File: src/bexkat_pkg.sv
package bexkat_pkg;

  // Bus word geometry for the fixed 32-bit design
  localparam int unsigned DATA_W = 32;
  localparam int unsigned BYTE_W = 8;
  localparam int unsigned SEL_W  = DATA_W / BYTE_W;

  // One data beat on either master port or the memory side
  typedef logic [DATA_W-1:0] word_t;

  // Byte lane enables where bit i covers bits 8*i+7 down to 8*i
  typedef logic [SEL_W-1:0] sel_t;

  // Owner of the shared memory bus
  typedef enum logic [1:0] {
    GNT_NONE = 2'd0,  // Bus idle, both ports stalled
    GNT_INS  = 2'd1,  // Instruction fetch port
    GNT_DAT  = 2'd2   // Load/store port
  } grant_e;

endpackage

File: src/bus_route.sv
`timescale 1ns/1ps

module bus_route #(
  parameter int unsigned ADDR_W = 10
) (
  input  bexkat_pkg::grant_e grant_i,
  // Instruction master
  input  logic               ins_stb_i,
  input  logic [ADDR_W-1:0]  ins_adr_i,
  output logic               ins_stall_o,
  output logic               ins_ack_o,
  output bexkat_pkg::word_t  ins_rdata_o,
  // Data master
  input  logic               dat_stb_i,
  input  logic               dat_we_i,
  input  bexkat_pkg::sel_t   dat_sel_i,
  input  logic [ADDR_W-1:0]  dat_adr_i,
  input  bexkat_pkg::word_t  dat_wdata_i,
  output logic               dat_stall_o,
  output logic               dat_ack_o,
  output bexkat_pkg::word_t  dat_rdata_o,
  // Memory side
  input  logic               mem_ack_i,
  input  bexkat_pkg::word_t  mem_rdata_i,
  output logic               accept_o,
  output logic [ADDR_W-1:0]  mem_adr_o,
  output logic               mem_we_o,
  output bexkat_pkg::sel_t   mem_sel_o,
  output bexkat_pkg::word_t  mem_wdata_o
);

  import bexkat_pkg::*;

  logic ins_gnt;
  logic dat_gnt;

  assign ins_gnt = (grant_i == GNT_INS);
  assign dat_gnt = (grant_i == GNT_DAT);

  // RAM never stalls, so only the grant holds a master off
  assign ins_stall_o = !ins_gnt;
  assign dat_stall_o = !dat_gnt;

  assign accept_o = (ins_gnt && ins_stb_i) || (dat_gnt && dat_stb_i);

  always_comb
  begin
    if (ins_gnt)
    begin
      mem_adr_o   = ins_adr_i;
      mem_we_o    = 1'b0;
      mem_sel_o   = '1;  // Fetches always take the whole word
      mem_wdata_o = '0;
    end
    else
    begin
      mem_adr_o   = dat_adr_i;
      mem_we_o    = dat_gnt && dat_we_i;
      mem_sel_o   = dat_sel_i;
      mem_wdata_o = dat_wdata_i;
    end
  end

  // Responses only go back to the current owner
  assign ins_ack_o   = ins_gnt && mem_ack_i;
  assign dat_ack_o   = dat_gnt && mem_ack_i;
  assign ins_rdata_o = ins_gnt ? mem_rdata_i : '0;
  assign dat_rdata_o = dat_gnt ? mem_rdata_i : '0;

endmodule

File: config.mk
export PLATFORM = sky130hd
export DESIGN_NAME = bus_route
export DESIGN_NICKNAME = d
export VERILOG_FILES = /design/src/bexkat_pkg.sv /design/src/bus_route.sv
export SDC_FILE = /design/constraint.sdc
export NUM_CORES = 1
export LEC_CHECK = 0
export BUFFER_PORTS_ARGS = -buffer_cell sky130_fd_sc_hd__buf_2
export CORE_AREA = 2 2 81 83
export DETAILED_ROUTE_END_ITERATION = 6
export DIE_AREA = 0 0 83 85
export PLACE_DENSITY = 0.64
export RECOVER_POWER = 25
export SYNTH_ARGS = -nofsm -noshare
export SYNTH_HDL_FRONTEND = slang
export SYNTH_SLANG_ARGS = --single-unit
File: constraint.sdc
create_clock -name vclk -period 1.3
set_input_delay 0.26 -clock vclk [all_inputs]
set_output_delay 0.26 -clock vclk [all_outputs]
set_load 0.05 [all_outputs]
==> After elaboration in Yosys (flattened, before gate mapping) <==
Cells that the tools add are included.
{ "totals": {"regBits": 0, "in_bits": 94, "output_inout_bits": 116, "word_cells": 16} }
{ "classes": {"n_eq_ne": 2, "muxes": 6, "reduce_logical": 8} }
{ "ops": {"columns": ["cell", "count"], "rows": [
  ["32-bit two-way mux", 3],
  ["10-bit two-way mux", 1],
  ["1-bit logical AND", 5],
  ["4-bit two-way mux", 1],
  ["2-bit by 1-bit equality test with 1-bit output, second input constant", 1],
  ["2-bit equality test, second input constant", 1],
  ["1-bit zero test", 2],
  ["1-bit logical OR", 1],
  ["1-bit two-way mux", 1]
]} }

==> Logic depth before layout (Yosys ltp) <==
{ "logic_depth": {"depth_word": 3, "depth_mapped": 5, "ltp_nobuf": 3} }

==> Least setup slack after synthesis <==
No wires, ideal clock.
{ "synth_timing": {"kind": "input to output", "from": "input port grant_i[0]", "to": "output port mem_wdata_o[22]", "t_arrival_ps": 1236, "required_ps": 1040, "slack_ps": -196, "cell_stages": 5, "n_path_buf": 2, "path_cell_list": "nor2b_4 > buf_6 > inv_2 > buf_6 > and2_1"} }
{ "synth_between": {"elab_chain_len": 2} }
{ "synth_rtl": {"columns": ["element", "line_no", "text"], "rows": [
  ["start, declared", "bus_route.sv:6", "input bexkat_pkg::grant_e grant_i,"],
  ["2-bit by 1-bit equality test with 1-bit output", "bus_route.sv:37", "assign ins_gnt = (grant_i == GNT_INS);"],
  ["32-bit two-way mux", "bus_route.sv:48", "if (ins_gnt)"],
  ["end, declared", "bus_route.sv:29", "output bexkat_pkg::word_t mem_wdata_o"]
]} }
Every way passes these cells.

==> Worst setup path in the final report <==
{ "layout_timing": {"from": "input port grant_i[1]", "to": "output port mem_wdata_o[25]"} }
Same word-level chain as after synthesis.

==> metrics.cfg <==
[drt]
drc=0
ant_nets=0
first_pass_iters=3
routedWlPerCell_um=14.92
first_iter_violations=10
vias=1748
vias_per_cell=4.142
wl_mm=6.298

[global_routing]
grt_pass1_vias=1896
grt_max_degree=21
overflow=0
grt_use_total_pct=15.89
antenna_found_initial=0
grt_pass1_wl_mm=9.466

[timing]
finalSetupViolCount=111
worst_pin_slew_ns=0.1717
slew_headroom_pct=88.55
fin_crit_sh_pct=112.6
holdWs_ns=0.8440
final_max_slew_viol_count=0
hold_viol=0
period_minus_slack_ns=1.464
fmax_mhz=682.9
setup_ws_ns=-0.1643
rsz0062_at_grt=true

[yosys]
synth-compound-area-share_pct=0.9845
yosysSeqAreaShare_pct=0
synth-simple-area-share_pct=74.96
ys_types=12
synthTopCellsByArea=and2_1, mux2_4, mux2_2
synth_top_family_by_area=simple AND/OR/NAND/NOR gates
yosysWarnings=0
muxShareOfSynthArea_pct=15.19
synthXorXnorAreaFrac_pct=0
synth_most_common_cell=and2_1
syn_area_per_cell_sq_um=6.896
synth.largest_area_cell=and2_1
synth_commonest_cells=and2_1, clkbuf_1, mux2_4
synth_top_area_share_pct=69.62
syn_area_sq_um=889.6
syn_inst=129
synthAdderAreaFrac_pct=0
synth_nets=223

[cts]
cts_hold_buf=0

[finish]
seq_area_sq_um=0
drive_gt1_share_pct=98.55
nets=441
area_growth_syn_to_layout_pct=285.8
nClkBuffers=0
multi_input_area_sq_um=1065
n_antenna_cell=0
fillers=537
seq_cells=0

[worst_setup_path]
crit_fanout=20
max_stage_delay_ns=0.16
path_depth=7
crit_top_cell=buf_6
critPathBufInv=5
slowest_stage=buf_6
critical_path.top_delay_family=buffers and inverters
crit_required_ns=1.04
worstPathCellList=buf_6, nor2b_4, buf_6, inv_8, buf_12, and2_4, buf_6
cp-start-kind=primary input
path_class=primary input to output port
endpoint_kind=output port
worstPathArrival_ns=1.20

[placement]
dp_hpwl_mm=3.844
port_buffers=210
dp_slack_ns=-0.3323
gp_congestion=0.7069

[power]
leakage_nw=1.838
powerDensity_nw_per_um2=520.8
peakVddDrop_v=0.0003236

[die]
rows=29
core_area_sq_um=6205
die_area_sq_um=7055
die_w_um=83
fp.dieH_um=85
pin_count=210
initial_core_util_pct=14.34

[status]
outcome=finished with violations
violations=setup timing

[min_path]
whs_path_depth=3
hold_path_class=primary input to output port

[job]
cap_violations=0

[layout by cell type, fill, tap and decap left out]
cell	count
a22o_4	1
and2_1	4
and2_2	30
and2_4	65
and2b_2	1
buf_12	5
buf_16	3
buf_2	92
buf_4	7
buf_6	67
buf_8	52
clkbuf_16	1
inv_1	1
inv_8	1
mux2_4	10
nand2b_4	4
nor2b_4	1
[report_power, final]
part / switching [W] / total (W) / internal, W
clock network: 0 / 0 / 0
logic: 0.000982 / 0.00179 / 0.000805
registers: 0 / 0 / 0
[final cells by class]
class                      count  area share [%]
inverter                       2          0.4375
multi-input combinational    116           31.02
timing repair buffer         227           65.73
tap                           77           2.807
[final timing paths]
path | from | end
setup / recovery | grant_i[1] | mem_wdata_o[25]
hold / removal | dat_sel_i[3] | mem_sel_o[3]
[cells by family after synthesis]
group                  Yosys count
AND/OR/NAND/NOR                105
buffers and inverters           13
AO/OA/AOI/OAI                    1
multiplexers                    10
[per-layer routing]
| layer | vias to the layer above | part of all wire [%] | global-route usage [%] |
|---|---|---|---|
| met5 | - | 0 | 0 |
| met4 | 0 | 0.22 | 0.4471 |
| met3 | 2 | 9.1 | 3.210 |
| met2 | 115 | 60 | 33.65 |
| met1 | 806 | 31 | 16.72 |
| li1 | 825 | - | - |
[metrics by stage]
step	utilization, %	area [sq um]	power [W]	setup TNS (ns)	cells
6_report	55.31	3432	0.001788	-10.80	422
5_1_grt	55.31	3432	0.001848	-14.54	422
4_1_cts	53.03	3291	0.001713	-11.38	418
2_1_floorplan	-	1059	0.0009558	-0.3450	129
3_5_place_dp	35.79	2221	0.001292	-21.88	412
3_3_place_gp	35.79	2221	0.001282	-19.99	412
[what timing repair did]
| action | in CTS | in global routing |
|---|---|---|
| cloned | 4 | 2 |
| gates resized for setup | 297 | 39 |
| setup buffers | 2 | 2 |
| pin swaps | 18 | 1 |
| setup endpoints to repair | 116 | 116 |
Power figures use the tool's default switching activity.
