`config.mk`:
```
export PLATFORM = sky130hd
export DESIGN_NAME = outstanding_counter
export DESIGN_NICKNAME = d
export VERILOG_FILES = /design/src/outstanding_counter.sv
export SDC_FILE = /design/constraint.sdc
export NUM_CORES = 1
export LEC_CHECK = 0
export BUFFER_PORTS_ARGS = -buffer_cell sky130_fd_sc_hd__buf_2
export CAP_MARGIN = 15
export CORE_AREA = 2 2 39 41
export DETAILED_ROUTE_END_ITERATION = 10
export DIE_AREA = 0 0 41 43
export SYNTH_ARGS = -nofsm -noshare
export SYNTH_HDL_FRONTEND = slang
export SYNTH_SLANG_ARGS = --single-unit
```
`constraint.sdc`:
```
create_clock -name clk_i -period 2.8 [get_ports clk_i]
set_clock_uncertainty 0.1 [all_clocks]
set_input_delay 0.28 -clock clk_i [delete_from_list [all_inputs] [get_ports clk_i]]
set_output_delay 0.28 -clock clk_i [all_outputs]
set_load 0.01 [all_outputs]
```
`src/outstanding_counter.sv`:
```
`timescale 1ns/1ps

module outstanding_counter #(
  parameter int unsigned CNT_W = 3
) (
  input  logic clk_i,
  input  logic rst_n_i,
  input  logic accept_i,
  input  logic ack_i,
  output logic drained_o
);

  logic [CNT_W-1:0] count_q;

  always_ff @(posedge clk_i or negedge rst_n_i)
  begin
    if (!rst_n_i)
    begin
      count_q <= '0;
    end
    else
    begin
      case ({accept_i, ack_i})
        2'b10:   count_q <= count_q + 1'b1;
        2'b01:   count_q <= count_q - 1'b1;
        default: count_q <= count_q;  // Idle, or one in and one out
      endcase
    end
  end

  // A request entering this cycle is not yet counted
  assign drained_o = (count_q == '0) && !accept_i;

  a_no_spurious_ack : assert property (
    @(posedge clk_i) disable iff (!rst_n_i)
    ack_i |-> count_q != '0
  ) else $error("ack returned with no request outstanding");

  a_no_overflow : assert property (
    @(posedge clk_i) disable iff (!rst_n_i)
    (accept_i && !ack_i) |-> count_q != '1
  ) else $error("outstanding request counter overflow");

endmodule

```
* Word level (Yosys, flattened, before mapping)
Index checks and enable logic that the tools add are counted.
** Word-level totals
- Flip-flop bits (word level) :: 3
- Input port bits :: 4
- Output and inout port bits :: 1
- Word-level logic and storage cells :: 10
** Cells by class
- Add/subtract/negate cells :: 2
- Equal/unequal tests :: 2
- Mux-type cells :: 1
- Reduce and logical (&&, ||, !) cells :: 4
** Operators with widths (number)
- 3-bit one-hot mux with 2 select lines :: 1
- 3-bit by 1-bit adder with 3-bit output (second input constant) :: 1
- 3-bit logical NOT :: 1
- 3-bit by 1-bit subtractor with 3-bit output (second input constant) :: 1
- 2-bit by 1-bit == test with 1-bit output (second input constant) :: 1
- 2-bit == test (second input constant) :: 1
- 2-bit nonzero test :: 1
- 1-bit logical AND :: 1
- 1-bit logical NOT :: 1

* Depth between registers and ports, before layout
Gate-level depths: netlist of run 1.
- Depth after elaboration :: 2
- Depth in mapped cells :: 7
- Gate-level depth less buffers :: 7

* Worst setup path before layout of run 1
OpenSTA, ideal clock, no wires.
- Path kind :: input to register
- Start :: in accept_i
- End :: reg count_q[2]
- Setup time :: 0.079 ns
- Data arrival time :: 1.293 ns
- Required time :: 2.621 ns
- Setup slack :: 1.328 ns
- Cell stages on the path :: 7
- Path buffers :: 0
- Path through :: inv_1 -> ha_1 -> inv_1 -> fa_1 -> xor2_1 -> nor2_1 -> xor2_1
** On the way
- Word-level cells in the longest chain between the ends :: 2
- Elaborated cells between the ends (all ways) :: 4
- Classes of those cells :: eq/ne: 2; mux: 1; reduce/logical: 1
** RTL lines
- start, declared :: line 8 : input logic accept_i,
- 2-bit by 1-bit == test with 1-bit output / 2-bit == test (equally long branches) :: line 23 : case ({accept_i, ack_i})
- 3-bit one-hot mux with 2 select lines / 2-bit nonzero test (equally long branches)
- end signal, assigned :: line 24 : 2'b10: count_q <= count_q + 1'b1;
- end signal, assigned :: line 25 : 2'b01: count_q <= count_q - 1'b1;
- end signal, assigned :: line 26 : default: count_q <= count_q;
- end, declared :: line 13 : logic [CNT_W-1:0] count_q;
Parallel ways exist; a longest one is shown, timed or not.
A chain may end at the register's enable or synchronous reset.

* Worst setup path after layout of run 1
- Start :: reg count_q[1]
- End :: reg count_q[2]
** On the way
- Word-level cells in the longest chain between the ends :: 2
- Elaborated cells between the ends (all ways) :: 3
- Classes of those cells :: add/sub: 2; mux: 1
** RTL lines (line)
- 3-bit by 1-bit subtractor with 3-bit output / 3-bit by 1-bit adder with 3-bit output (equally long branches) :: 25, 24
- 3-bit one-hot mux with 2 select lines * :: 23
Mark *: on every way between the ends. The rest lies on a longest branch, timed or not.

==> results.ini, run 1 <==
[floorplan]
core_area_um2 = 1384
dieHeight_um = 43
die_x_um = 41
boundaryPins = 5
start_util_pct = 12.12
row_count = 14
die_area_um2 = 1763

[sta]
worst_slack_ps = 1333
worst_pin_slew_ps = 210.3
drv_slew = 0
fmax_mhz = 681.8
relSlewSlack_pct = 85.85
finalCritPeriodShare_pct = 52.38
setup_viol_count_final = 0
rsz0062_at_grt = false
finalCriticalPeriod_ps = 1467
final.setup.tns_ps = 0
finalHoldViolCount = 0

[placement]
place_inst = 36
place.gp.congestion = 0.5877
post-place-ws_ps = 1135
port_buffers = 4

[finish]
diodes = 0
fin_cells = 41
area_growth_pct = 45.52
largest_reg_flops = 3
final_util_pct = 17.63
final_nets = 32
drive_above_1_share_pct = 28.00
top_register = count_q
reg_top3 = count_q x3

[detailed_routing]
dr.first_iter.drc_count = 3
drc = 0
via_per_inst = 3.537
avgRoutedWirePerCell_um = 7.366
met2WireLength_um = 149
maxUsedRoutingLayer = met4
dr_wl_met3_um = 26
wl_met1_um = 106
via_count = 145
wl_um = 302
dr.pass1.iters = 4
ant_nets = 0

[setup_path]
worstPathRequired_ps = 2850
r2r_slack_ps = 1330
r2r-start = count_q[1]
critPathMaxFanout = 3
reg2reg_depth = 5
reg2reg_to = count_q[2]
critPathLaunchType = register
critPathKind = register to register
worstSetupEndpointType = register
crit_arrival_ps = 1520

[global_route]
grt_pass1_vias = 142
antenna_found_initial = 0
grt.overflow.total = 0
grt_pass1_wl_um = 572
track_usage_pct = 6.012
grt_max_degree = 5

[power]
p_leak_uw = 0.0001204
combPwrFrac_pct = 29.0
ir_drop_mv = 0.1121
internal-power_uw = 152.9
switchingPower_uw = 73.78
p_per_area_nw_per_um2 = 929.2
clkPwrFrac_pct = 33.0
swShare_pct = 32.54
power_frac_seq_pct = 37.9

[clock_network]
cts_tree = yes
htreeDepth = 1
cts_resized = 0
cts_root_buf = clkbuf_4
clock-sinks = 3
clkSlewWorstSetupHoldPaths_ps = 40
cts_buffer_depth = 2
clock_latency_ps = 230
numCtsBuffers = 3

[yosys]
synth_top_cell_area_share_pct = 44.78
ys_seq_elements = 3
synth.avg_cell_area_um2 = 10.48
synth_area_um2 = 167.7
synth_warnings = 0
synth_cell_types = 10
yosys-top-cells-area = dfrtp_1 (45%), fa_1 (12%), xor2_1 (10%)
yosysTopAreaCell = dfrtp_1
syn-num-nets = 22
synth_cells = 16
ys_seq_area_share_pct = 44.78

[hold_path]
hold_path_class = input pin to asynchronous set/reset pin

[job]
drv_cap = 0

[status]
outcome = completed

synth_stat cells:
cell type  n
dfrtp_1    3
fa_1       1
ha_1       1
inv_1      4
nand2_1    1
nor2_1     1
nor4_1     1
o21ai_0    1
xnor2_1    1
xor2_1     2
per-stage QoR:
stage                     power (µW)  cell area [µm²]  hold WS [ps]
after floorplan                133.8            167.7        -115.6
after global placement         149.2            207.7        -23.26
after detailed placement       153.8            207.7        -23.38
after CTS                      234.7            244.0         265.2
after global routing           258.8            244.0         267.3
final                          226.7            244.0         269.1
metal layers:
metal | vias to the layer above | global-route usage, %
met1 | 67 | 4.473
met5 | - | 0
met4 | 0 | 10.00
met3 | 2 | 4.712
li1 | 67 | -
met2 | 9 | 6.875
worst max path at each step:
stage | startpoint | endpoint | depth (start not counted)
global placement | accept_i | count_q[2] | 8
floorplan | accept_i | count_q[2] | 7
CTS | count_q[1] | count_q[2] | 5
detailed placement | accept_i | count_q[2] | 8
global route | count_q[1] | count_q[2] | 5
finish | count_q[1] | count_q[2] | 5
cell usage in the layout, fill, tap and decap left out:
cell type      synthesis  layout
buf_2                  0       4
clkbuf_1               0       1
clkbuf_4               0       3
dfrtp_1                3       3
dlygate4sd3_1          0       1
fa_1                   1       1
ha_1                   1       1
inv_1                  4       4
nand2_1                1       1
nor2_1                 1       1
nor4_1                 1       1
o21ai_0                1       1
xnor2_1                1       1
xor2_1                 2       2
final cells by class:
| type | instances | area, µm² |
|---|---|---|
| sequential | 3 | 75.07 |
| clock buffer | 4 | 26.28 |
| fill | 159 | 1140 |
| multi-input combinational | 9 | 77.57 |
| timing repair buffer | 5 | 30.03 |
| tap | 16 | 20.02 |
| inverter | 4 | 15.01 |
critical path: stages (launching register included):
cell     delay, ps
dfrtp_1        360
inv_1           70
fa_1           430
xor2_1         170
nor2_1         110
xor2_1         150
power by group through the flow:
stage | logic (µW) | registers (µW) | clock network, µW
floorplan | 52.8 | 81.0 | 0
global placement | 62.6 | 86.6 | 0
detailed placement | 67.0 | 86.8 | 0
CTS | 68.5 | 86.3 | 79.9
global route | 82.9 | 88.9 | 87.0
finish | 65.8 | 86.0 | 74.9
kinds of logic after synthesis:
group | Yosys count | synth area share (%)
buffers and inverters | 4 | 8.953
xor gates and xnor gates | 3 | 15.67
and+or+nand+nor | 3 | 8.207
DFF | 3 | 44.77
adders and majority gates | 2 | 19.40
AOI/OAI and AO/OA | 1 | 2.982
timing repair:
item | CTS | global route
hold endpoints to repair | 3 | 0
setup buffers | 0 | 0
hold buffers | 1 | 0
(Power assumes the default switching activity.)
==> run 2, diff against run 1 <==
- clock period: 2.8 -> 1.3 ns (I/O delays scaled with it)
==> run 2 against run 1 <==
  * Utilization rose by 4.2 points
  * First-iteration DRC count shrank 100%
  * Worst hold slack lost 140 ps
  * Largest power group is now combinational logic
  * The flow now finishes with violations (negative setup slack)
  * Routed wire length up 17%
  * Total power grew to 2.8 times the previous value
  * Critical path type is now register to output port
  * Critical path depth down 2
==> results.ini, run 2 (same netlist as run 1, synthesis figures left out) <==
[status]
outcome = complete, but fails checks
violations = negative setup slack

[clock_network]
htreeDepth = 1
cts_tree = yes
clkSlewWorstSetupHoldPaths_ps = 40
clock-sinks = 3
cts_buffer_depth = 2
clock_latency_ps = 230
numCtsBuffers = 3
cts_root_buf = clkbuf_4

[global_route]
track_usage_pct = 5.015
grt_pass1_wl_um = 531
grt_max_degree = 5
antenna_found_initial = 0
grt_pass1_vias = 177
grt.overflow.total = 0

[detailed_routing]
wl_um = 354
avgRoutedWirePerCell_um = 7.867
drc = 0
via_count = 154
dr.first_iter.drc_count = 0
via_per_inst = 3.422
dr.pass1.iters = 1
ant_nets = 0

[setup_path]
critPathMaxFanout = 2
reg2reg_to = count_q[2]
crit_chain = buf_6 > nor4_4 > buf_2
critPathKind = register to output port
critPathLaunchType = register
reg2reg_depth = 5
r2r-start = count_q[0]
worstSetupEndpointType = output port
cp_slowest_stage_delay_ps = 390
r2r_slack_ps = -70
crit_slowest_cell = dfrtp_1
worstPathRequired_ps = 1070
crit_arrival_ps = 1160

[finish]
most-common-layout-cells = buf_2 (4), inv_2 (3), clkbuf_4 (3), dfrtp_1 (3)
diodes = 0
drive_above_1_share_pct = 58.62
multiInputGateArea_um2 = 97.59
seq_area_um2 = 75.07
largest_reg_flops = 3
area_growth_pct = 79.85
mostFrequentLayoutCell = buf_2
reg_top3 = count_q x3
final_nets = 36
fin_area_um2 = 301.5
top_register = count_q
fillers = 155

[placement]
place.gp.congestion = 0.5201
post-place-ws_ps = -207.8
port_buffers = 4
dp_hpwl_um = 272.6
place_area_um2 = 227.7

[floorplan]
die_x_um = 41
dieHeight_um = 43
die_area_um2 = 1763
core_area_um2 = 1384
boundaryPins = 5
row_count = 14
start_util_pct = 12.12

[sta]
worst_pin_slew_ps = 171.4
relSlewSlack_pct = 88.49
drv_slew = 0
rsz0062_at_grt = true
worst_slack_ps = -86.92
finalHoldViolCount = 0
fmax_mhz = 721.0
finalCritPeriodShare_pct = 106.7
finalCriticalPeriod_ps = 1387
setup_viol_count_final = 2

[power]
swShare_pct = 33.61
p_per_area_nw_per_um2 = 2106
internal-power_uw = 421.6
power_frac_seq_pct = 30.6
switchingPower_uw = 213.5
p_leak_uw = 0.0001413
combPwrFrac_pct = 43.8
clkPwrFrac_pct = 25.6
ir_drop_mv = 0.2645

[hold_path]
hold_path_class = input pin to asynchronous set/reset pin

[job]
drv_cap = 0

-- run 2: layout make-up --
type	count	share of cell area, %
Multi-Input combinational cell	9	32.37
Inverter	4	4.979
Sequential cell	3	24.90
Timing Repair Buffer	9	22.41
Tap cell	16	6.639
Clock buffer	4	8.714
-- run 2: worst max path at each step --
stage | startpoint | endpoint | cells after the start
2_1_floorplan | count_q[0] | count_q[2] | 5
3_3_place_gp | accept_i | count_q[2] | 8
3_5_place_dp | accept_i | count_q[2] | 8
4_1_cts | count_q[0] | drained_o | 3
5_1_grt | count_q[1] | drained_o | 3
6_report | count_q[1] | drained_o | 3
-- run 2: worst max-delay path: cells and delay by family, from the launching register on --
kind,cells,cell delay (ps)
simple gates,1,240
flops,1,390
buf+inv,2,290
-- run 2: layer usage --
metal	global-route usage [%]	up-vias	part of all wire, %
met1	2.885	76	36
met3	0	0	4.2
met2	8.125	3	59
li1	-	75	-
met5	0	-	0
met4	10.00	0	0
-- run 2: through the flow --
step                      power, µW  util, %  hold slack [ps]  TNS [ps]  std cells
after CTS                     605.5    20.43            113.4    -173.1         45
after detailed placement      372.4    16.46           -168.2    -273.4         38
after floorplan               297.9        -           -265.6    -19.72         16
final                         635.1    21.79            124.4    -156.9         45
after global placement        358.3    16.46           -175.6    -235.7         38
after global routing          683.2    21.79            144.1    -306.4         45
-- run 2: power by group through the flow --
stage,clock (µW),sequential [µW],combinational (µW)
after floorplan,0,180,118
final,162,195,278
after detailed placement,0,185,188
after global routing,183,201,300
after CTS,174,182,250
after global placement,0,183,175
-- run 2: repair_timing --
item / CTS / global route
pin swaps: 4 / 4
resized for setup: 1 / 3
setup buffers: 2 / 0
cloned: 0 / 0
hold buffers: 1 / 0
setup endpoints to repair: 2 / 2
endpoints found under the hold margin: 3 / 0
